===== src/design/sample_pacer.sv =====
/* sample period counter, raises a one cycle sample request per period */

`timescale 1ns/100ps

module sample_pacer #(
  parameter int unsigned SAMPLE_PERIOD = 1000  // clocks per audio sample
) (
  input  logic PWM_ADC_CLOCK_100M,
  input  logic arst_n,
  output logic sample_req
);

  // at least one bit even for a period of 1
  localparam int CNT_W = (SAMPLE_PERIOD > 1) ? $clog2(SAMPLE_PERIOD) : 1;
  localparam logic [CNT_W-1:0] LAST = CNT_W'(SAMPLE_PERIOD - 1);

  logic [CNT_W-1:0] period_cnt;  // free running
  logic             wrap;

  assign wrap = (period_cnt == LAST);

  // counter wraps at SAMPLE_PERIOD-1, request registered on the wrap edge
  // so the first strobe shows SAMPLE_PERIOD clocks after reset release
  always_ff @(posedge PWM_ADC_CLOCK_100M or negedge arst_n) begin
    if (!arst_n) begin
      period_cnt <= '0;
      sample_req <= 1'b0;
    end else begin
      if (wrap) begin
        period_cnt <= '0;
      end else begin
        period_cnt <= period_cnt + 1'b1;
      end
      sample_req <= wrap;  // high for exactly one clock
    end
  end

endmodule


===== config.mk =====
export PLATFORM = sky130hd
export DESIGN_NAME = sample_pacer
export DESIGN_NICKNAME = d
export VERILOG_FILES = /design/src/design/sample_pacer.sv
export SDC_FILE = /design/constraint.sdc
export NUM_CORES = 1
export LEC_CHECK = 0
export ABC_AREA = 1
export CAP_MARGIN = 20
export CORE_AREA = 10 10 49 51
export CTS_CLUSTER_SIZE = 14
export DETAILED_ROUTE_END_ITERATION = 8
export DIE_AREA = 0 0 59 61
export DONT_BUFFER_PORTS = 1
export PLACE_DENSITY = 0.56
export SYNTH_ARGS = -nofsm -noshare
export SYNTH_HDL_FRONTEND = slang
export SYNTH_SLANG_ARGS = --single-unit

===== constraint.sdc =====
create_clock -name PWM_ADC_CLOCK_100M -period 2.65 [get_ports PWM_ADC_CLOCK_100M]
set_input_delay 0.53 -clock PWM_ADC_CLOCK_100M [delete_from_list [all_inputs] [get_ports PWM_ADC_CLOCK_100M]]
set_output_delay 0.53 -clock PWM_ADC_CLOCK_100M [all_outputs]
set_load 0.005 [all_outputs]

After elaboration in Yosys (flattened, before gate mapping)

Cells that the tools add are included.

Flip-flop bits (word level): 11
Input port bits: 2
Output and inout port bits: 1
Logic and storage cells: 5

$add $sub $neg: 1
Equality and inequality tests: 1
Muxes and demuxes: 1

Operator list:

| operator                                       | count |
|---|---|
| adder 10 x 1 -> 10 bit (second input constant) | 1 |
| == test 10 bit (second input constant)         | 1 |
| two-way mux 10 bit                             | 1 |

Logic depth before layout (Yosys ltp)

Word-level depth: 2
Gate-level depth with buffers: 6
Mapped depth without buffers: 6

Least setup slack after synthesis

No wires, ideal clock.

Path type: flip-flop to flip-flop
Start: reg period_cnt[0]
End: reg period_cnt[6]
Library setup time: 0.069 ns
Data arrival time: 1.036 ns
Path slack: 1.545 ns
Stages on the path, launching flop included: 7
Path buffers: 0
Period minus slack after synthesis: 1.105 ns
Cell sequence: dfrtp_1 -> ha_1 -> nand2_2 -> nor2_2 -> nand3_2 -> clkinv_2 -> nor2_2

Cells in the longest elaborated chain, start to end: 2
Elaborated cells on any way between the ends: 3

Ends and longest elaborated chain:

| element                  | RTL line | text |
|---|---|---|
| start: declaration       | 17       | `logic [CNT_W-1:0] period_cnt;` |
| start signal: assignment | 32       | `period_cnt <= period_cnt + 1'b1;` |
| == test 10 bit           | 20       | `assign wrap = (period_cnt == LAST);` |
| named net wrap           | 18       | `logic wrap;` |
| two-way mux 10 bit       | 29       | `if (wrap) begin` |

The timed path passes the listed nets, and every way through them passes these cells.

Final worst setup path

Start: reg period_cnt[0]
End: reg period_cnt[7]

Same word-level chain as after synthesis.

==> out/qor.csv <==
metric;value;unit
p_clk_share;38.8;%
die_area;3600;µm²
slew_headroom;68.7;%
worst-r2r-cell-count;6;
cts_tree;done;
instances_no_fill;89;
rsz0062_at_grt;no;
num_rows;14;
antenna_left;0;
p_leak;0.304;nW
critical_path.max_fanout;6;
rr_endpoint;period_cnt[7];
ys_seq_area_share;49.7;%
place_hpwl;736;µm
cts_buffers;3;
cp-end-kind;flop;
grtUsageTotal;6.78;%
irDropWorstVdd;0.224;mV
die_y;61;µm
avgSynthCellArea;8.15;µm²
post-route-drc-count;0;
final_util;41.5;%
ff2ff_setup_slack;1.43;ns
first_global_vias;451;
tns;0;ns
drt-initial-drc-count;11;
clockBufferDepth;2;
crit_type;reg -> reg;
syn_to_final_growth;10.2;%
core_area;1470;µm²
hold_viol;0;
drtPass1Iterations;3;
antenna_found_initial;0;
netlist_area;554;µm²
p_per_area;459;nW/µm²
setup_viol;0;
post_cts_buffers;0;
p_sw_share;19.1;%
fin_crit;1.22;ns
slew_violations;0;
max_cap_viol_count;0;
hp-start;period_cnt[8];
required;2.85;ns
grt_pass1_wl;1790;µm
internal_power;0.227;mW
yosysWarnings;0;
p_total;0.281;mW
worst_pin_slew;0.469;ns
clk_pin_slew;0.07;ns
seq_power_share;59.8;%
fin_worst_skew;0.00536;ns
die_w;59;µm
pre_cts_slack;1.43;ns
io_pins;3;
drive_gt1_share;21.9;%
syn_inst;68;
whs_endpoint;period_cnt[8];
finalCritPeriodShare;46.1;%
clk_latency;0.26;ns
dp_cells;84;
fmax;0.819;GHz
cts_root_buf;clkbuf_4;
hold_path.class;reg -> reg;
place_congestion;0.714;
wl_per_cell;10.4;µm
grt.overflow.total;0;
layout.nets;77;
worstReg2RegStart;period_cnt[0];
ys_ff_latch;11;
startpoint_type;flop;
initial_core_util;37.7;%
hold-path-cell-count;2;
port_buffers;0;
yosys.cell_types.count;14;
worstPathArrival;1.42;ns
synth_fp_nets;71;
switchingPower;0.0536;mW
setup_ws;1.43;ns
outcome;completed;
diodes;0;
clock-sinks;11;
drt_wl_total;926;µm
route.vias.total;410;
ctsHtreeMaxLevel;1;
via_per_inst;4.61;
grt_max_degree;12;
combPwrFrac;1.4;%
==> power by group through the flow <==
| stage | sequential, mW | combinational (mW) | clock, mW |
|---|---|---|---|
| 2_1_floorplan | 0.171 | 0.000000146 | 0 |
| 3_3_place_gp | 0.171 | 0.000000146 | 0 |
| 5_1_grt | 0.168 | 0.00464 | 0.127 |
| 3_5_place_dp | 0.171 | 0.000000146 | 0 |
| 4_1_cts | 0.168 | 0.00425 | 0.115 |
| 6_report | 0.168 | 0.00394 | 0.109 |
==> worst max-delay path by stage <==
stage | to | slack [ns] | cells after the start | from
2_1_floorplan | period_cnt[6] | 1.54 | 6 | period_cnt[0]
5_1_grt | period_cnt[7] | 1.35 | 6 | period_cnt[0]
6_report | period_cnt[7] | 1.43 | 6 | period_cnt[0]
3_5_place_dp | period_cnt[7] | 1.43 | 6 | period_cnt[0]
3_3_place_gp | period_cnt[6] | 1.46 | 6 | period_cnt[0]
4_1_cts | period_cnt[7] | 1.42 | 6 | period_cnt[0]
==> through the flow <==
step / cell area [µm²] / hold WS [ns]
finish: 611 / 0.544
CTS: 611 / 0.544
global route: 611 / 0.597
floorplan: 554 / 0.234
global placement: 574 / 0.235
detailed placement: 574 / 0.235
==> placed cells by master, fill, tap and decap left out <==
cell type      count
clkbuf_4           3
nand2_2            2
dfrtp_1           11
xor2_1             2
nand2_1           17
o21bai_1           1
clkbuf_1           1
a21oi_1            2
nand3_2            2
inv_1              8
nor2_1            10
dlygate4sd3_1      1
nor2_2             7
inv_2              1
nand3_1            3
ha_1               1
clkinv_2           1
==> cells by family after synthesis <==
group,Yosys count,share of synthesized area [%]
adder cells (fa/ha/maj),1,2.26
flip-flops,11,49.7
AND/OR/NAND/NOR,41,34.8
buffers and inverters,10,7.00
AO/OA/AOI/OAI,3,3.16
XOR/XNOR,2,3.16
==> timing repair <==
| action | in CTS | in global routing |
|---|---|---|
| hold buffers | 1 | 0 |
| resized for setup | 0 | 0 |
| endpoints found under the hold margin | 11 | 0 |
| endpoints found under the setup margin | 0 | 0 |
==> layer usage <==
metal,global-route usage (%),vias up,routed length [µm]
met4,5.90,0,16
met5,0,-,0
li1,-,214,-
met3,2.51,2,20
met1,6.19,193,398
met2,11.7,1,490
==> synth_stat cells <==
cell type / number / area [µm²]
clkinv_2: 1 / 5.00
nand3_2: 2 / 20.0
inv_2: 1 / 3.75
a21oi_1: 2 / 10.0
nand2_1: 17 / 63.8
nor2_2: 7 / 43.8
inv_1: 8 / 30.0
xor2_1: 2 / 17.5
nand2_2: 2 / 12.5
ha_1: 1 / 12.5
dfrtp_1: 11 / 275
nand3_1: 3 / 15.0
nor2_1: 10 / 37.5
o21bai_1: 1 / 7.51
==> flip-flops by register name, summed over array words and instances, names as in the netlist <==
signal	cells
period_cnt	10
sample_req	1
==> worst max-delay path, stage by stage (launching register included) <==
cell and delay (ns):
dfrtp_1 0.41, ha_1 0.23, nand2_2 0.12, nor2_2 0.05
nand3_2 0.13, clkinv_2 0.12, nor2_2 0.11
==> layout make-up <==
cell class / instances / area (µm²)
clock buffers: 4 / 26.3
fillers: 174 / 861
repair buffers: 1 / 10.0
flip-flops and latches: 11 / 275
inverters: 10 / 38.8
multi-input cells: 47 / 240
well taps: 16 / 20.0
No activity file was read; power rests on OpenSTA's default activity.
