**config.mk**
```make
export PLATFORM = sky130hd
export DESIGN_NAME = sigma_delta_mod
export DESIGN_NICKNAME = d
export VERILOG_FILES = /design/src/common/spatial_pkg.sv /design/src/modulator/sigma_delta_mod.sv
export SDC_FILE = /design/constraint.sdc
export NUM_CORES = 1
export LEC_CHECK = 0
export ABC_AREA = 1
export BUFFER_PORTS_ARGS = -buffer_cell sky130_fd_sc_hd__clkbuf_2
export CAP_MARGIN = 20
export CORE_UTILIZATION = 30
export CTS_BUF_LIST = sky130_fd_sc_hd__clkbuf_8 sky130_fd_sc_hd__clkbuf_16
export DETAILED_ROUTE_END_ITERATION = 6
export GPL_TIMING_DRIVEN = 0
export PLACE_DENSITY = 0.5
export SYNTH_ARGS = -nofsm -noshare
export SYNTH_HDL_FRONTEND = slang
export SYNTH_SLANG_ARGS = --single-unit
export TNS_END_PERCENT = 1
```
**constraint.sdc**
```tcl
create_clock -name PWM_ADC_CLOCK_100M -period 5.81 [get_ports PWM_ADC_CLOCK_100M]
set_clock_uncertainty 0.05 [all_clocks]
set_input_delay 0.2905 -clock PWM_ADC_CLOCK_100M [delete_from_list [all_inputs] [get_ports PWM_ADC_CLOCK_100M]]
set_output_delay 0.2905 -clock PWM_ADC_CLOCK_100M [all_outputs]
set_load 0.1 [all_outputs]
```
**src/common/spatial_pkg.sv**
```systemverilog
/* shared types and constants for the steered audio path:
   sample and accumulator widths, control words, position codes, input structs */

package spatial_pkg;

  // ==============================
  // widths and constants
  // ==============================
  typedef logic [9:0]  sample_t;     // 10 bit audio sample
  typedef logic [10:0] accum_t;      // room for 2*1023, enough headroom
  typedef logic [31:0] ctrl_word_t;  // raw control word from host

  // modulator threshold, one sample period in clocks
  localparam logic [31:0] FULL_SCALE = 32'd1000;

  // opens and closes a position frame
  localparam logic [31:0] FRAME_MARKER = 32'd233333;

  localparam int NUM_CHANNELS = 8;  // speakers in the row

  // ==============================
  // source position codes
  // ==============================
  // codes 5..15 are not listed, steering treats them as front
  typedef enum logic [3:0] {
    pos_front       = 4'd0,
    pos_left_front  = 4'd1,
    pos_left        = 4'd2,
    pos_right_front = 4'd3,
    pos_right       = 4'd4
  } position_e;

  // ==============================
  // host input strobes
  // ==============================
  typedef struct packed {
    logic    valid;   // one cycle strobe
    sample_t sample;
  } audio_in_t;

  typedef struct packed {
    logic       valid;  // one cycle strobe, one word
    ctrl_word_t word;
  } ctrl_in_t;

endpackage

```
**src/modulator/sigma_delta_mod.sv**
```systemverilog
/* sample holding register and first order sigma-delta modulator,
   one density coded output bit per clock */

`timescale 1ns/100ps

module sigma_delta_mod (
  input  logic                  PWM_ADC_CLOCK_100M,
  input  logic                  arst_n,
  input  spatial_pkg::audio_in_t audio_in,
  output logic                  pulse_bit
);

  // threshold narrowed to accumulator width, 1000 fits in 11 bits
  localparam spatial_pkg::accum_t THRESH = spatial_pkg::accum_t'(spatial_pkg::FULL_SCALE);

  spatial_pkg::sample_t held_sample;  // last sample from host
  spatial_pkg::accum_t  accum;
  spatial_pkg::accum_t  sample_ext;   // sample widened to accum width
  logic                 overflow;

  // ==============================
  // sample hold
  // ==============================
  // strobe loads on its own edge, unrequested samples taken too
  always_ff @(posedge PWM_ADC_CLOCK_100M or negedge arst_n) begin
    if (!arst_n) begin
      held_sample <= '0;
    end else if (audio_in.valid) begin
      held_sample <= audio_in.sample;
    end
  end

  assign sample_ext = {1'b0, held_sample};
  assign overflow   = (accum >= THRESH);  // crossed full scale

  // ==============================
  // accumulator
  // ==============================
  // ones density tracks held_sample / FULL_SCALE
  // peak value stays below 2048 for any 10 bit sample
  always_ff @(posedge PWM_ADC_CLOCK_100M or negedge arst_n) begin
    if (!arst_n) begin
      accum     <= '0;
      pulse_bit <= 1'b0;
    end else if (overflow) begin
      pulse_bit <= 1'b1;
      accum     <= accum - THRESH + sample_ext;  // drop one quantum
    end else begin
      pulse_bit <= 1'b0;
      accum     <= accum + sample_ext;
    end
  end

endmodule

```
# [Yosys cells after proc, flatten, opt, wreduce, memory -nomap -nowiden]
# Index checks and enable logic that the tools add are counted.
[word_totals] output_inout_bits=1 register_bits=22
[op_classes] add_sub_neg=3 n_mux=2 magnitude_cmp=1
[op_table] operator="11-bit by 10-bit adder with 11-bit output" count=2
[op_table] operator="11-bit by 10-bit greater-or-equal comparator with 1-bit output (second input constant)" count=1
[op_table] operator="11-bit 2-to-1 mux" count=1
[op_table] operator="11-bit by 10-bit subtractor with 11-bit output (second input constant)" count=1
[op_table] operator="1-bit 2-to-1 mux" count=1

# [Logic depth before layout (Yosys ltp)]
# Gate-level depths: netlist (run 1).
[depth] word_depth=3 ltp_mapped=14 mapped_depth_nobuf=14

# [Least setup slack after synthesis (run 1)]
# OpenSTA, ideal clock, no wires.
[synth_timing] path_kind="register to register" start="reg held_sample[2]" end="reg accum[9]" path_stages_with_launch=10 arrival_time_ns=1.761 setup_slack_ns=3.882 setup_ns=0.117 t_required_ns=5.643 path_cell_list="dfrtp_1 ha_1 inv_1 fa_1 o21ai_2 nand3_1 nand2_1 nand2_1 nand3_1 nand2_1"
[synth_between] elab_chain_len=2
[synth_lines] item="start, declared" line="sigma_delta_mod.sv:16" text="spatial_pkg::sample_t held_sample;"
[synth_lines] item="start signal, assigned" line="sigma_delta_mod.sv:29" text="held_sample <= audio_in.sample;"
[synth_lines] item="11-bit by 10-bit adder with 11-bit output, on equally long branches" line="sigma_delta_mod.sv:50, sigma_delta_mod.sv:47"
[synth_lines] item="11-bit 2-to-1 mux *" line="sigma_delta_mod.sv:45" text="end else if (overflow) begin"
[synth_lines] item="end signal, assigned" line="sigma_delta_mod.sv:47" text="accum <= accum - THRESH + sample_ext;"
[synth_lines] item="end signal, assigned" line="sigma_delta_mod.sv:50" text="accum <= accum + sample_ext;"
[synth_lines] item="end, declared" line="sigma_delta_mod.sv:17" text="spatial_pkg::accum_t accum;"
# Every way passes the cells marked *; elsewhere a longest branch is shown, timed or not.
# A chain may end at the register's enable or synchronous reset.

# [Worst setup path after layout (run 1)]
# Same ends and word-level chain as after synthesis.

==> impl_metrics.json, run 1 <==
{
  "status": "complete, no violations",
  "drc_errors": 0,
  "crit_start": "held_sample[2]",
  "die_x_um": 80.4,
  "post_cts_resized": 0,
  "clk_path_buf_depth": 2,
  "slew_violations": 0,
  "synth_seq_cells": 22,
  "synth.yosys.seq_area_share_pct": 29.9,
  "start_util_pct": 31.1,
  "cts.sinks": 22,
  "fin_setup_tns_ps": 0,
  "hp-start": "audio_in[1]",
  "grt_use_total_pct": 14.4,
  "grt_pass1_wl_um": 6970,
  "p_seq_share_pct": 21.4,
  "wire_per_inst_um": 11.9,
  "synth_warnings": 0,
  "postCtsHoldBufs": 1,
  "fmax_mhz": 453,
  "first_iter_violations": 73,
  "ys.flop_type": "dfrtp_1",
  "cts_tree": "yes",
  "grt_setup_unrepaired": "false",
  "synthesis.area_mm2": 0.00184,
  "p_int_mw": 0.587,
  "p_sw_share_pct": 49.8,
  "hold_slack_ps": 164,
  "p_per_area_mw_per_mm2": 563,
  "rows": 28,
  "die_h_um": 80.4,
  "cts_buffers": 3,
  "placed_cell_area_mm2": 0.00200,
  "p_leak_nw": 1.14,
  "ys_types": 24,
  "synth_area_leaders": "dfrtp_1 (30%), ha_1 (14%), nand2_1 (13%)",
  "cts.htree.levels": 1,
  "grt-ovfl-total": 0,
  "cts_root_buf": "clkbuf_8",
  "antenna_cells": 0,
  "drive_gt1_share_pct": 10.5,
  "synth_top_area_share_pct": 29.9,
  "synth_edf_count": 0,
  "dpl.hpwl_um": 3200,
  "hp-class": "in -> reg",
  "met3_length_um": 73,
  "p_clk_share_pct": 12.7,
  "path_class": "reg -> reg",
  "num_vias": 1454,
  "r2r-start": "held_sample[2]",
  "path_max_fanout": 4,
  "max_slew_margin_pct": 60.2,
  "critPathLaunchType": "flip-flop",
  "clkLatencyLatePin_ps": 270,
  "postCtsSetupRepairBufs": 0,
  "cp-end-kind": "flip-flop",
  "worstMarginPinSlew_ps": 597,
  "wl_met2_um": 1790,
  "combPwrFrac_pct": 65.9,
  "synth_most_common_cell": "nand2_1",
  "netSwitchingPower_mw": 0.583,
  "syn_inst": 240,
  "clkTransAtPathRegs_ps": 90,
  "syn_nets": 282,
  "io_buffers": 12,
  "synth_area_leader_cell": "dfrtp_1",
  "synth-async-reset-ratio_pct": 100,
  "drv_cap": 0,
  "wl_met1_um": 2040,
  "syn2layout_area_growth_pct": 12.8,
  "highest_layer": "met4",
  "routed_wl_um": 3950,
  "synthTopCellsByCount": "nand2_1 (66), inv_1 (47), dfrtp_1 (22)",
  "ir_drop_mv": 0.158,
  "stdcell_area_mm2": 0.00208,
  "antenna_found_initial": 0,
  "viasPerCell": 4.38,
  "setup_viol": 0,
  "grt_max_degree": 23,
  "finalHoldViolations": 0,
  "syn_avg_cell_area_um2": 7.68,
  "arrival_ps": 2320,
  "ios": 14,
  "drtPass1Iterations": 4,
  "post-route-min-period_ps": 2210,
  "core_area_mm2": 0.00592,
  "period_share_pct": 38.0,
  "die_area_mm2": 0.00646,
  "gp_congestion": 0.805,
  "critical_path_required_ps": 5930,
  "ant_nets": 0,
  "grt_pass1_vias": 1456,
  "layout.nets": 300
}
-- worst max-delay path, stage by stage, from the launching register on --
cell and delay (ps):
dfrtp_1 440, ha_1 370, inv_1 110, fa_1 500, o21ai_2 240, nand3_1 130, nand2_1 80, nand2_1 40
nand3_1 90, nand2_1 60
-- sequential cells by signal (all words and copies together), names as in the netlist --
| signal | cells |
|---|---|
| accum | 11 |
| pulse_bit | 1 |
| held_sample | 10 |
-- cells in the final DEF (no fill, tap or decap), types with 3 or more instances in the layout --
cell type / Yosys / layout
nand2_1: 66 / 66
inv_1: 47 / 47
dfrtp_1: 22 / 22
ha_1: 21 / 21
nand3_1: 18 / 18
o21ai_0: 13 / 13
clkbuf_2: 0 / 12
nor2_1: 11 / 11
fa_1: 8 / 8
a21oi_1: 7 / 7
nor3_1: 4 / 4
xor2_1: 4 / 4
mux2_2: 4 / 4
clkbuf_8: 0 / 3
-- power groups by stage --
stage | combinational, mW | clock [mW] | sequential (mW)
final | 0.771 | 0.149 | 0.251
after global routing | 0.901 | 0.162 | 0.259
after CTS | 0.771 | 0.156 | 0.251
after detailed placement | 0.765 | 0 | 0.254
after global placement | 0.755 | 0 | 0.254
after floorplan | 0.588 | 0 | 0.263
-- stage by stage --
stage	worst slack [ps]	util (%)	cells	power, mW
after CTS	3590	35.1	332	1.18
after floorplan	3880	-	240	0.851
after global routing	3420	35.1	332	1.32
final	3600	35.1	332	1.17
after detailed placement	3620	33.7	327	1.02
after global placement	3620	33.7	327	1.01
-- cells by family (layout without fill, tap and decap cells) --
group	after synthesis	after routing	share of synthesized area [%]
multiplexers	4	4	2.44
AND/OR/NAND/NOR	104	104	23.7
flip-flops	22	22	29.9
buffers and inverters	51	68	10.9
AO/OA/AOI/OAI	25	25	7.87
XOR/XNOR	5	5	2.37
adder cells (fa/ha/maj)	29	29	22.9
-- layer usage --
metal / global-route usage, % / up-vias
li1: - / 778
met2: 23.5 / 15
met3: 2.05 / 5
met1: 19.7 / 656
met4: 4.29 / 0
met5: 0 / -
-- layout make-up --
type | instances | area [um^2]
repair buffers | 13 | 70.1
inverters | 48 | 180
fillers | 614 | 3840
clock buffers | 3 | 41.3
well taps | 75 | 93.8
flip-flops and latches | 22 | 551
multi-input cells | 167 | 1090
plain buffers | 3 | 20.0
clock inverters | 1 | 30.0
-- worst paths after layout --
| path | endpoint | slack, ps | cells past startpoint |
|---|---|---|---|
| setup / recovery | accum[9] | 3600 | 9 |
| hold / removal | held_sample[1] | 160 | 3 |
| setup reg to reg | accum[9] | 3600 | 9 |
| hold reg to reg | accum[0] | 430 | 1 |
| max in group asynchronous | held_sample[6] | 4820 | 2 |
| min in group asynchronous | pulse_bit | 490 | 2 |
Note: power is estimated with default switching activity, not from simulation.
==> inputs of run 2 (changes only) <==
==> constraint.sdc (replaced) <==
create_clock -name PWM_ADC_CLOCK_100M -period 2.31 [get_ports PWM_ADC_CLOCK_100M]
set_clock_uncertainty 0.05 [all_clocks]
set_input_delay 0.1155 -clock PWM_ADC_CLOCK_100M [delete_from_list [all_inputs] [get_ports PWM_ADC_CLOCK_100M]]
set_output_delay 0.1155 -clock PWM_ADC_CLOCK_100M [all_outputs]
set_load 0.1 [all_outputs]
==> run 2 against run 1 <==
Net effect:
- setup slack lost 3400 ps
- sequential power grew to 2.5 times the previous value
- count of clock-buffer cells in the layout is the same
- critical endpoint is now accum[5]
- via count grew 1.9%
- cell area grew 4.3%
- first-iteration DRC count shrank 29%
- critical path type unchanged
==> impl_metrics.json, run 2 (synthesis results as in run 1) <==
{
  "status": "complete, no violations",
  "layout_commonest_cell": "nand2_1",
  "cts_root_buf": "clkbuf_8",
  "ant_nets": 0,
  "setup_viol": 0,
  "antenna_found_initial": 0,
  "clk_path_buf_depth": 2,
  "wl_met1_um": 2070,
  "fill_cells": 603,
  "place_ws_ps": 121,
  "fin_setup_tns_ps": 0,
  "clkTransAtPathRegs_ps": 90,
  "grt_use_total_pct": 14.6,
  "viasPerCell": 4.36,
  "layout.nets": 308,
  "highest_layer": "met4",
  "wire_per_inst_um": 11.8,
  "die_area_mm2": 0.00646,
  "regArea_um2": 551,
  "gp_congestion": 0.805,
  "rows": 28,
  "path_class": "reg -> reg",
  "drc_errors": 0,
  "syn2layout_area_growth_pct": 17.6,
  "grt-ovfl-total": 0,
  "r2r_slack_ps": 190,
  "dp_cells": 327,
  "max_slew_margin_pct": 60.0,
  "critical_path_required_ps": 2420,
  "first_iter_violations": 52,
  "ios": 14,
  "grt_max_degree": 23,
  "grt_pass1_vias": 1501,
  "ir_drop_mv": 0.397,
  "cp-end-kind": "flip-flop",
  "period_share_pct": 91.7,
  "grt_pass1_wl_um": 7060,
  "stdcell_area_mm2": 0.00217,
  "antenna_cells": 0,
  "instances_no_fill": 340,
  "clkLatencyLatePin_ps": 270,
  "drive_gt1_share_pct": 10.9,
  "wl_met2_um": 1820,
  "routed_wl_um": 4020,
  "io_buffers": 12,
  "drv_cap": 0,
  "die_h_um": 80.4,
  "num_vias": 1481,
  "cts_tree": "yes",
  "cts.htree.levels": 1,
  "worstMarginPinSlew_ps": 600,
  "fmax_mhz": 472,
  "p_per_area_mw_per_mm2": 1380,
  "hp-class": "in -> reg",
  "arrival_ps": 2230,
  "cts_buffers": 3,
  "p_leak_nw": 1.18,
  "placed_cell_area_mm2": 0.00200,
  "start_util_pct": 31.1,
  "path_max_fanout": 5,
  "layout_common_cells": "nand2_1 (66), inv_1 (47), dfrtp_1 (22)",
  "finalHoldViolations": 0,
  "die_x_um": 80.4,
  "largest_reg_flops": 11,
  "slew_violations": 0,
  "largestRegisters": "accum (11), held_sample (10), pulse_bit (1)",
  "dpl.hpwl_um": 3200,
  "drtPass1Iterations": 4,
  "core_area_mm2": 0.00592,
  "post-route-min-period_ps": 2120,
  "worst_slack_ps": 191,
  "cts.sinks": 22,
  "met3_length_um": 77,
  "critPathLaunchType": "flip-flop",
  "multi_input_area_mm2": 0.00111,
  "power.total_mw": 2.99,
  "grt_setup_unrepaired": "false",
  "max_flop_register": "accum"
}
run 2: critical path, cell delays in order, from the launching register on:
cell and delay [ps]:
dfrtp_1 400, inv_1 70, ha_1 370, inv_1 70
ha_1 350, a21oi_1 190, o21ai_2 100, buf_4 140
xor2_1 130, nand2_1 60, o21ai_0 70
run 2: worst paths after layout:
path	from	end	cells after the start
min	audio_in[5]	held_sample[5]	2
max	accum[4]	accum[5]	10
min reg2reg	accum[0]	accum[0]	1
min in group asynchronous	arst_n	pulse_bit	2
max reg2reg	accum[4]	accum[5]	10
max in group asynchronous	arst_n	held_sample[6]	2
run 2: area by class of cell:
| type | count | share of cell area (%) |
|---|---|---|
| Tap cell | 75 | 4.33 |
| Buffer | 3 | 0.923 |
| Clock buffer | 3 | 1.90 |
| Sequential cell | 22 | 25.4 |
| Timing Repair Buffer | 21 | 6.81 |
| Inverter | 48 | 8.30 |
| Clock inverter | 1 | 1.38 |
| Multi-Input combinational cell | 167 | 51.0 |
run 2: stage by stage:
step / utilization, % / hold WS (ps)
global route: 36.6 / 11.9
global placement: 33.7 / 119
detailed placement: 33.7 / 118
floorplan: - / -230
CTS: 36.1 / 9.01
finish: 36.6 / 16.4
run 2: power breakdown:
part	total (mW)	switching, mW	internal (mW)
clock network	0.375	0.143	0.232
logic	1.98	1.22	0.760
registers	0.635	0.113	0.522
run 2: repair_timing:
action	CTS	global route
setup endpoints to repair	0	2
endpoints found under the hold margin	28	1
setup buffers	0	1
resized for setup	0	1
hold buffers	7	1
run 2: routing by layer:
metal	global-route usage, %	vias to the layer above
met4	4.29	0
met3	2.05	5
met5	0	-
li1	-	794
met2	24.1	17
met1	19.6	665
