`src/common/spatial_pkg.sv`:
```
/* shared types and constants for the steered audio path:
   sample and accumulator widths, control words, position codes, input structs */

package spatial_pkg;

  // ==============================
  // widths and constants
  // ==============================
  typedef logic [9:0]  sample_t;     // 10 bit audio sample
  typedef logic [10:0] accum_t;      // room for 2*1023, enough headroom
  typedef logic [31:0] ctrl_word_t;  // raw control word from host

  // modulator threshold, one sample period in clocks
  localparam logic [31:0] FULL_SCALE = 32'd1000;

  // opens and closes a position frame
  localparam logic [31:0] FRAME_MARKER = 32'd233333;

  localparam int NUM_CHANNELS = 8;  // speakers in the row

  // ==============================
  // source position codes
  // ==============================
  // codes 5..15 are not listed, steering treats them as front
  typedef enum logic [3:0] {
    pos_front       = 4'd0,
    pos_left_front  = 4'd1,
    pos_left        = 4'd2,
    pos_right_front = 4'd3,
    pos_right       = 4'd4
  } position_e;

  // ==============================
  // host input strobes
  // ==============================
  typedef struct packed {
    logic    valid;   // one cycle strobe
    sample_t sample;
  } audio_in_t;

  typedef struct packed {
    logic       valid;  // one cycle strobe, one word
    ctrl_word_t word;
  } ctrl_in_t;

endpackage

```
`src/design/position_framer.sv`:
```
/* control word frame tracker, marker words open and close a frame,
   position words inside a frame set the current source position */

`timescale 1ns/100ps

module position_framer (
  input  logic                   PWM_ADC_CLOCK_100M,
  input  logic                   arst_n,
  input  spatial_pkg::ctrl_in_t  ctrl_in,
  output spatial_pkg::position_e position
);

  typedef enum logic {
    st_out_frame = 1'b0,  // waiting for opening marker
    st_in_frame  = 1'b1   // position words accepted
  } frame_state_e;

  frame_state_e state;
  frame_state_e state_nxt;
  logic         is_marker;
  logic         load_pos;

  assign is_marker = (ctrl_in.word == spatial_pkg::FRAME_MARKER);

  // ==============================
  // frame FSM
  // ==============================
  always_comb begin
    state_nxt = state;
    if (ctrl_in.valid && is_marker) begin
      // marker toggles in/out of frame
      case (state)
        st_out_frame: state_nxt = st_in_frame;
        st_in_frame:  state_nxt = st_out_frame;
        default:      state_nxt = st_out_frame;
      endcase
    end
  end

  always_ff @(posedge PWM_ADC_CLOCK_100M or negedge arst_n) begin
    if (!arst_n) begin
      state <= st_out_frame;
    end else begin
      state <= state_nxt;
    end
  end

  // only non-marker words inside a frame carry a position
  // stray words outside a frame are dropped
  assign load_pos = ctrl_in.valid && !is_marker && (state == st_in_frame);

  // ==============================
  // position register
  // ==============================
  // low nibble taken as is, unknown codes kept and read as front downstream
  always_ff @(posedge PWM_ADC_CLOCK_100M or negedge arst_n) begin
    if (!arst_n) begin
      position <= spatial_pkg::pos_front;
    end else if (load_pos) begin
      position <= spatial_pkg::position_e'(ctrl_in.word[3:0]);
    end
  end

endmodule

```
`config.mk`:
```
export PLATFORM = sky130hd
export DESIGN_NAME = position_framer
export DESIGN_NICKNAME = d
export VERILOG_FILES = /design/src/common/spatial_pkg.sv /design/src/design/position_framer.sv
export SDC_FILE = /design/constraint.sdc
export NUM_CORES = 1
export LEC_CHECK = 0
export BUFFER_PORTS_ARGS = -buffer_cell sky130_fd_sc_hd__buf_2
export CAP_MARGIN = 20
export CELL_PAD_IN_SITES_DETAIL_PLACEMENT = 2
export CELL_PAD_IN_SITES_GLOBAL_PLACEMENT = 2
export CORE_AREA = 2 2 53 55
export DETAILED_ROUTE_END_ITERATION = 8
export DIE_AREA = 0 0 55 57
export PLACE_DENSITY = 0.68
export RECOVER_POWER = 50
export SYNTH_ARGS = -nofsm -noshare
export SYNTH_HDL_FRONTEND = slang
export SYNTH_SLANG_ARGS = --single-unit
```
`constraint.sdc`:
```
create_clock -name PWM_ADC_CLOCK_100M -period 0.95 [get_ports PWM_ADC_CLOCK_100M]
set_input_delay 0.0475 -clock PWM_ADC_CLOCK_100M [delete_from_list [all_inputs] [get_ports PWM_ADC_CLOCK_100M]]
set_output_delay 0.0475 -clock PWM_ADC_CLOCK_100M [all_outputs]
set_load 0.005 [all_outputs]
```
=== Word-level counts from Yosys, hierarchy flattened ===
Index checks and enable logic that the tools add are counted.

* Logic and storage cells: 9
* Input bits: 35
* Register bits: 5
* Output and inout bits: 4

* Reduce and logical (&&, ||, !) cells: 4
* Bitwise logic cells: 1
* Eq/ne operators: 1
* Muxes and demuxes: 1

{| class="wikitable"
|+ Operators by type and width
! operator !! count
|-
| equality test 32 x 18 -> 1 bit, second input constant || 1
|-
| logical AND 1 bit || 3
|-
| one-hot mux 1 bit (2 select lines) || 1
|-
| logical NOT 1 bit || 1
|-
| NOT 1 bit || 1
|}

=== Logic depth before layout (Yosys ltp) ===
Gate-level depths: netlist (run 1).

* Depth in word-level cells: 4
* Depth in mapped cells: 4
* Gate-level depth less buffers: 4

=== Least setup slack after synthesis (run 1) ===
Ideal clock, no wire load.

* Kind: input-to-reg
* Start: in ctrl_in[13] in the netlist's numbering
* End: reg position[0]
* Path buffers: 0
* Arrival time: 0.950 ns
* Stages on the path: 4
* Slack: -0.125 ns
* Library setup time: 0.125 ns
* Data required time: 0.825 ns
* Cells stage by stage: nand4b_1 -> nor4_4 -> a21oi_2 -> mux2_2

* Longest elaborated chain between the ends: 4

{| class="wikitable"
|+ RTL lines
! what !! line !! text
|-
| from (decl) || position_framer.sv:9 || <nowiki>input spatial_pkg::ctrl_in_t ctrl_in,</nowiki>
|-
| equality test 32 x 18 -> 1 bit || position_framer.sv:23 || <nowiki>assign is_marker = (ctrl_in.word == spatial_pkg::FRAME_MARKER);</nowiki>
|-
| logical NOT 1 bit || position_framer.sv:50 || <nowiki>assign load_pos = ctrl_in.valid && !is_marker && (state == st_in_frame);</nowiki>
|-
| logical AND 1 bit (2 in series) || position_framer.sv:50 ||
|-
| to (signal assigned) || position_framer.sv:58 || <nowiki>position <= spatial_pkg::pos_front;</nowiki>
|-
| to (signal assigned) || position_framer.sv:60 || <nowiki>position <= spatial_pkg::position_e'(ctrl_in.word[3:0]);</nowiki>
|-
| to (decl) || position_framer.sv:10 || <nowiki>output spatial_pkg::position_e position</nowiki>
|}

No other way between the ends.
A chain may end at the register's enable or synchronous reset.

=== Worst setup path after layout (run 1) ===
* Start: reg state
* End: reg position[0]

* Longest elaborated chain between the ends: 1

{| class="wikitable"
|+ RTL lines
! what !! line !! text
|-
| from (decl) || position_framer.sv:18 || <nowiki>frame_state_e state;</nowiki>
|-
| from (signal assigned) || position_framer.sv:42 || <nowiki>state <= st_out_frame;</nowiki>
|-
| from (signal assigned) || position_framer.sv:44 || <nowiki>state <= state_nxt;</nowiki>
|-
| logical AND 1 bit || position_framer.sv:50 ||
|}

No other way between the ends.

==> impl_results.md, run 1 <==
- Most common cell after layout, fill and taps aside: buf_2
- Seq/Total Area, Yosys: 0.429
- Comb pwr share: 0.186
- Register share of total power: 0.380
- WHS Endpoint: state
- Post-synth top area share: 0.429
- Ant. Diodes: 0
- Clock Sink Count: 5
- Critical Path RT: 1.08 ns
- H-tree levels: 1
- Fillers: 305
- Layout cell share with drive strength beyond 1: 0.764
- GRT overflow: 0
- R2R cell count: 3
- Cell family contributing the most delay on the critical path: flip-flops
- DRC violation count after routing: 0
- Final core occ: 0.245
- Multi-input gate area: 199 µm²
- Hold Violations, Final: 0
- Gr usage total: 0.0879
- Synth cell types: 12
- Final Slew Violations: 0
- RSZ-0062 raised after global routing: true
- CTS buffer count: 3
- Hold_ws: 0.124 ns
- RR Endpoint: position[0]
- Hold Path Cell Cnt: 3
- Final worst setup slack: -0.134 ns
- YS warnings: 0
- Peak supply drop: 0.530 mV
- Critical R2R Launch: state
- Failing checks: setup timing
- Max Fclk: 0.922 GHz
- FF+latch area: 125 µm²
- Buf+Inv Stages, Crit Path: 0
- Actual slew at the worst max-slew pin: 0.301 ns
- Clock power share: 0.435
- Slew HR: 0.798
- Status: finished with violations
- Ports: 39
- Antenna violations before repair: 0
- Die Height: 57 µm
- CTS root buffer: clkbuf_4
- # setup viols final: 4
- Min Tclk post-route: 1.08 ns
- Die span in x: 55 µm
- Cell taking the most area after synthesis: dfrtp_1
- Drt first pass iters: 3
- Worst Skew: 0.00117 ns
- Crit-path slowest cell: dfrtp_1
- Mapped Avg Cell Area: 12.7 µm²
- Area contributors post-synth: dfrtp_1, mux2_2, nand4b_1
- Clock tree buffer depth: 2
- Mapped cell area: 292 µm²
- Commonest non-fill, non-tap cells in the layout: buf_2, buf_4, dfrtp_1, mux2_4
- Max cap viols: 0
- # rows: 19
- Sw frac: 0.223
- Period Utilization, post-route: 1.14
- Gate Count Post-Synth: 23
- Initial DRC count: 3
- Placed cell area: 558 µm²
- Vias in the first global route: 455
- Vias: 396
- Static Leak: 0.343 nW
- Hold crit path type: in -> reg
- Pwr/cell area: 878 mW/mm²
- Detail-routed net length per standard cell: 11.6 µm
- Nets: 108
- CP max FO: 4
- First-pass GRT wire length: 1940 µm
- WP data arrival: 1.21 ns
- Vias/cell: 3.84
- NetSw: 0.000126 W
- Design area: 641 µm²
- Clk_lat worst skew: 0.24 ns
- Crit start category: flip-flop
- RD Place Congestion: 0.655
- Critical path cell sequence: nand2_2 > a21oi_4 > mux2_4
- Setup TNS Final: -0.521 ns
- Drt total wl: 1190 µm
- Routed Antenna Nets: 0
- IO Port Bufs: 38
- Critical hold path startpoint: ctrl_in[32]
- Critical path class: reg -> reg
- Endpoint class of the critical path: flip-flop
- Starting Density: 0.111
- Power Internal: 0.000437 W
- R2R Setup Slk: -0.13 ns
- #FFs+latches synth: 5
- Core area: 0.00262 mm²
- Largest net degree at the start of global routing: 6
- Full die area: 0.00314 mm²
- Reg clk slew, reported paths: 0.05 ns
- CTS tree: done
- Synth Net Count: 58
- Synthesis-to-layout area growth: 120%
- Crit-path max cell delay: 0.35 ns
[synthesized netlist by cell type]
library cell,n
nand4b_1,3
nor4_1,3
mux2_2,4
nand2_1,1
nand4bb_1,1
and4_1,1
nor4b_1,1
xnor2_1,1
nor4_4,1
nand3_1,1
dfrtp_1,5
a21oi_2,1
[metrics by stage]
step	setup WS, ns	power, W	std cells
floorplan	-0.121	0.000229	23
global placement	-0.311	0.000314	97
detailed placement	-0.326	0.000317	97
CTS	-0.133	0.000579	103
global route	-0.159	0.000602	103
finish	-0.134	0.000563	103
[sequential cells by signal, indices dropped and copies added, names as in the netlist]
name	flops
position	4
state	1
[worst min-delay path, stage by stage]
cell and delay, ns:
buf_2 0.11, nand3_1 0.10, xnor2_2 0.06
[area by class of cell]
cell class	instances	area share
Clock buffer	3	0.0352
Timing Repair Buffer	45	0.391
Multi-Input combinational cell	18	0.311
Sequential cell	5	0.195
Clock inverter	1	0.00781
Tap cell	31	0.0605
[per-layer routing]
layer,up-vias,global-route usage,share of wire
met1,191,0.0802,0.34
met5,-,0,0
met2,11,0.158,0.59
met4,0,0.0209,0
li1,194,-,-
met3,0,0.0550,0.064
[power by group through the flow]
| stage | clock network (W) | registers, W | logic (W) |
|---|---|---|---|
| detailed placement | 0 | 0.000217 | 0.000100 |
| finish | 0.000245 | 0.000214 | 0.000104 |
| floorplan | 0 | 0.000217 | 0.0000119 |
| global placement | 0 | 0.000217 | 0.0000972 |
| CTS | 0.000261 | 0.000213 | 0.000105 |
| global route | 0.000274 | 0.000213 | 0.000115 |
[cells by family (layout without fill, tap and decap cells)]
group,after synthesis,count (layout),share of synthesized area
buffers and inverters,0,49,0
multiplexers,4,4,0.154
AO/OA/AOI/OAI,1,1,0.0300
XOR/XNOR,1,1,0.0300
AND/OR/NAND/NOR,12,12,0.356
flip-flops,5,5,0.429
[worst max path at each step]
stage           startpoint           to  slack (ns)  cells past startpoint
6_report             state  position[0]       -0.13                      3
5_1_grt              state  position[2]       -0.16                      3
4_1_cts              state  position[0]       -0.13                      3
3_5_place_dp   ctrl_in[14]  position[0]       -0.33                      5
3_3_place_gp    ctrl_in[7]  position[2]       -0.31                      5
2_1_floorplan   ctrl_in[7]  position[0]       -0.12                      4
[timing repair]
action | CTS | global route
hold buffers | 1 | 0
resized for setup | 6 | 2
pin swaps | 1 | 0
hold endpoints to repair | 5 | 0
buffers inserted | 1 | 1
endpoints found under the setup margin | 4 | 5
Power figures use the tool's default switching activity.
==> run 2, diff against run 1 <==
Clock period 0.95 ns to 0.9 ns, I/O delays scaled along.
==> run 2 against run 1 <==
Effect of this change: the run still ends with setup timing left; sequential share of layout area rose by 0.47 points; final cell count fell by 0.97%; first-iteration DRC count did not move; hold slack got worse by 0.018 ns; clock power rose by 12%; wire length fell by 4.9%; die area did not move; non-clock buffer count fell by 1; sequential cell count did not move; highest routed layer is now met4; total power rose by 8.0%; sequential power rose by 6%; clock skew rose by 0.0035 ns.
==> impl_results.md, run 2 (synthesized netlist as in run 1, its figures left out) <==
- Critical Path RT: 1.03 ns (-0.05 ns)
- RSZ-0062 raised after global routing: true
- CP max FO: 4 (unchanged)
- Status: finished with violations
- Placed cell area: 558 µm² (unchanged)
- Clock power share: 0.450 (+0.015)
- RD Place Congestion: 0.573 (-13%)
- Ports: 39 (unchanged)
- Min Tclk post-route: 1.06 ns (-0.0198 ns)
- Comb pwr share: 0.178 (-0.008)
- First-pass GRT wire length: 1780 µm (-8.2%)
- Hold crit path type: in -> reg
- Ant. Diodes: 0 (unchanged)
- Initial DRC count: 3 (unchanged)
- Endpoint class of the critical path: flip-flop
- NetSw: 0.000141 W (+12%)
- # setup viols final: 4 (unchanged)
- CTS tree: done
- Largest net degree at the start of global routing: 6 (unchanged)
- Commonest non-fill, non-tap cells in the layout: buf_2, buf_4, dfrtp_1, mux2_4
- Drt total wl: 1140 µm (-4.9%)
- Starting Density: 0.111 (unchanged)
- Drt first pass iters: 2 (-1)
- CTS buffer count: 3 (unchanged)
- Critical path class: reg -> reg
- Multi-input gate area: 199 µm² (unchanged)
- Final Slew Violations: 0 (unchanged)
- Die Height: 57 µm (unchanged)
- Regs by FF count: position (4), state (1)
- Largest Register: position
- Full die area: 0.00314 mm² (unchanged)
- Die span in x: 55 µm (unchanged)
- Pwr/cell area: 971 mW/mm² (+11%)
- Stages on worst setup path: 3 (unchanged)
- Max Fclk: 0.940 GHz (+1.9%)
- R2R cell count: 3 (unchanged)
- # rows: 19 (unchanged)
- Most common cell after layout, fill and taps aside: buf_2
- Crit-path slowest cell: dfrtp_1
- Clock Sink Count: 5 (unchanged)
- Actual slew at the worst max-slew pin: 0.291 ns (-0.0101 ns)
- WP data arrival: 1.20 ns (about the same)
- Post-Place Worst Slack: -0.373 ns (-0.0468 ns)
- Peak supply drop: 0.315 mV (-40%)
- Vias: 401 (+1.3%)
- Final worst setup slack: -0.164 ns (-0.0302 ns)
- Register share of total power: 0.371 (-0.009)
- Clk_lat worst skew: 0.25 ns (about the same)
- Vias/cell: 3.93 (+2.3%)
- Design area: 626 µm² (-2.3%)
- Crit start category: flip-flop
- Buf+Inv Stages, Crit Path: 0 (unchanged)
- Nets: 107 (-0.93%)
- Static Leak: 0.324 nW (-5.5%)
- Synthesis-to-layout area growth: 115%
- Period Utilization, post-route: 1.18 (+0.0414)
- R2R Setup Slk: -0.16 ns (-0.03 ns)
- Reg clk slew, reported paths: 0.05 ns (about the same)
- Core area: 0.00262 mm² (unchanged)
- Hold Violations, Final: 0 (unchanged)
- Antenna violations before repair: 0 (unchanged)
- Slew HR: 0.804 (+0.00679)
- Critical path cell sequence: nand2_2 > a21oi_4 > mux2_4
- Failing checks: setup timing
- H-tree levels: 1 (unchanged)
- Clock tree buffer depth: 2 (unchanged)
- Power Internal: 0.000467 W (+6.8%)
- Crit-path max cell delay: 0.35 ns (about the same)
- Max cap viols: 0 (unchanged)
- Cell family contributing the most delay on the critical path: flip-flops
- Layout cell share with drive strength beyond 1: 0.761 (-0.00333)
- Vias in the first global route: 437 (-4.0%)
- GRT overflow: 0 (unchanged)
- DRC violation count after routing: 0 (unchanged)
- Gr usage total: 0.0821 (-0.00581)
- Setup Fix Bufs, Post-CTS: 0 (-1)
- Post-detail-place hpwl: 1030 µm
- FF+latch area: 125 µm² (unchanged)
- Worst Skew: 0.00463 ns (+0.00346 ns)
- Hold Path Cell Cnt: 3 (unchanged)
- Fillers: 315 (+3.3%)
- Routed Antenna Nets: 0 (unchanged)
- Detail-routed net length per standard cell: 11.1 µm (-3.9%)
- Sw frac: 0.232 (+0.00837)
- Largest register FFs: 4 (unchanged)
- IO Port Bufs: 38 (unchanged)
- CTS root buffer: clkbuf_4
[run 2: final cells by class]
type / count / share of cell area
timing repair buffer: 44 / 0.378
multi-input combinational: 18 / 0.318
sequential: 5 / 0.200
tap: 31 / 0.0620
clock buffer: 4 / 0.0420
[run 2: power by group through the flow]
stage	clock, W	combinational, W	sequential (W)
4_1_cts	0.000287	0.000110	0.000225
2_1_floorplan	0	0.0000125	0.000229
3_5_place_dp	0	0.000105	0.000229
5_1_grt	0.000293	0.000122	0.000225
6_report	0.000274	0.000108	0.000226
3_3_place_gp	0	0.000102	0.000229
[run 2: worst reg2reg max path: stages (launching register included)]
cell and delay [ns]:
dfrtp_1 0.35, nand2_2 0.07, a21oi_4 0.20, mux2_4 0.32
[run 2: metal layers]
metal	GRT usage	vias to the layer above	part of all wire
li1	-	192	-
met1	0.0669	193	0.32
met2	0.151	12	0.60
met3	0.0340	4	0.062
met4	0.0523	0	0.026
met5	0	-	0
[run 2: timing repair]
item	4_1_cts	5_1_grt
endpoints found under the setup margin	4	5
endpoints found under the hold margin	5	0
cloned	0	0
pin swaps	1	1
resized for setup	7	1
hold buffers	1	0
[run 2: stage by stage]
stage | cells | hold slack [ns] | setup TNS, ns | utilization | power [W]
2_1_floorplan | 23 | -0.251 | -0.694 | - | 0.000242
3_3_place_gp | 97 | -0.135 | -1.46 | 0.213 | 0.000331
3_5_place_dp | 97 | -0.132 | -1.70 | 0.213 | 0.000334
4_1_cts | 102 | 0.106 | -0.674 | 0.237 | 0.000622
5_1_grt | 102 | 0.121 | -0.866 | 0.239 | 0.000640
6_report | 102 | 0.106 | -0.640 | 0.239 | 0.000608
[run 2: final timing paths]
check,from,end
max in group asynchronous,arst_n,position[3]
min,ctrl_in[32],state
max reg2reg,state,position[2]
max,state,position[2]
min in group asynchronous,arst_n,state
min reg2reg,position[2],position[2]
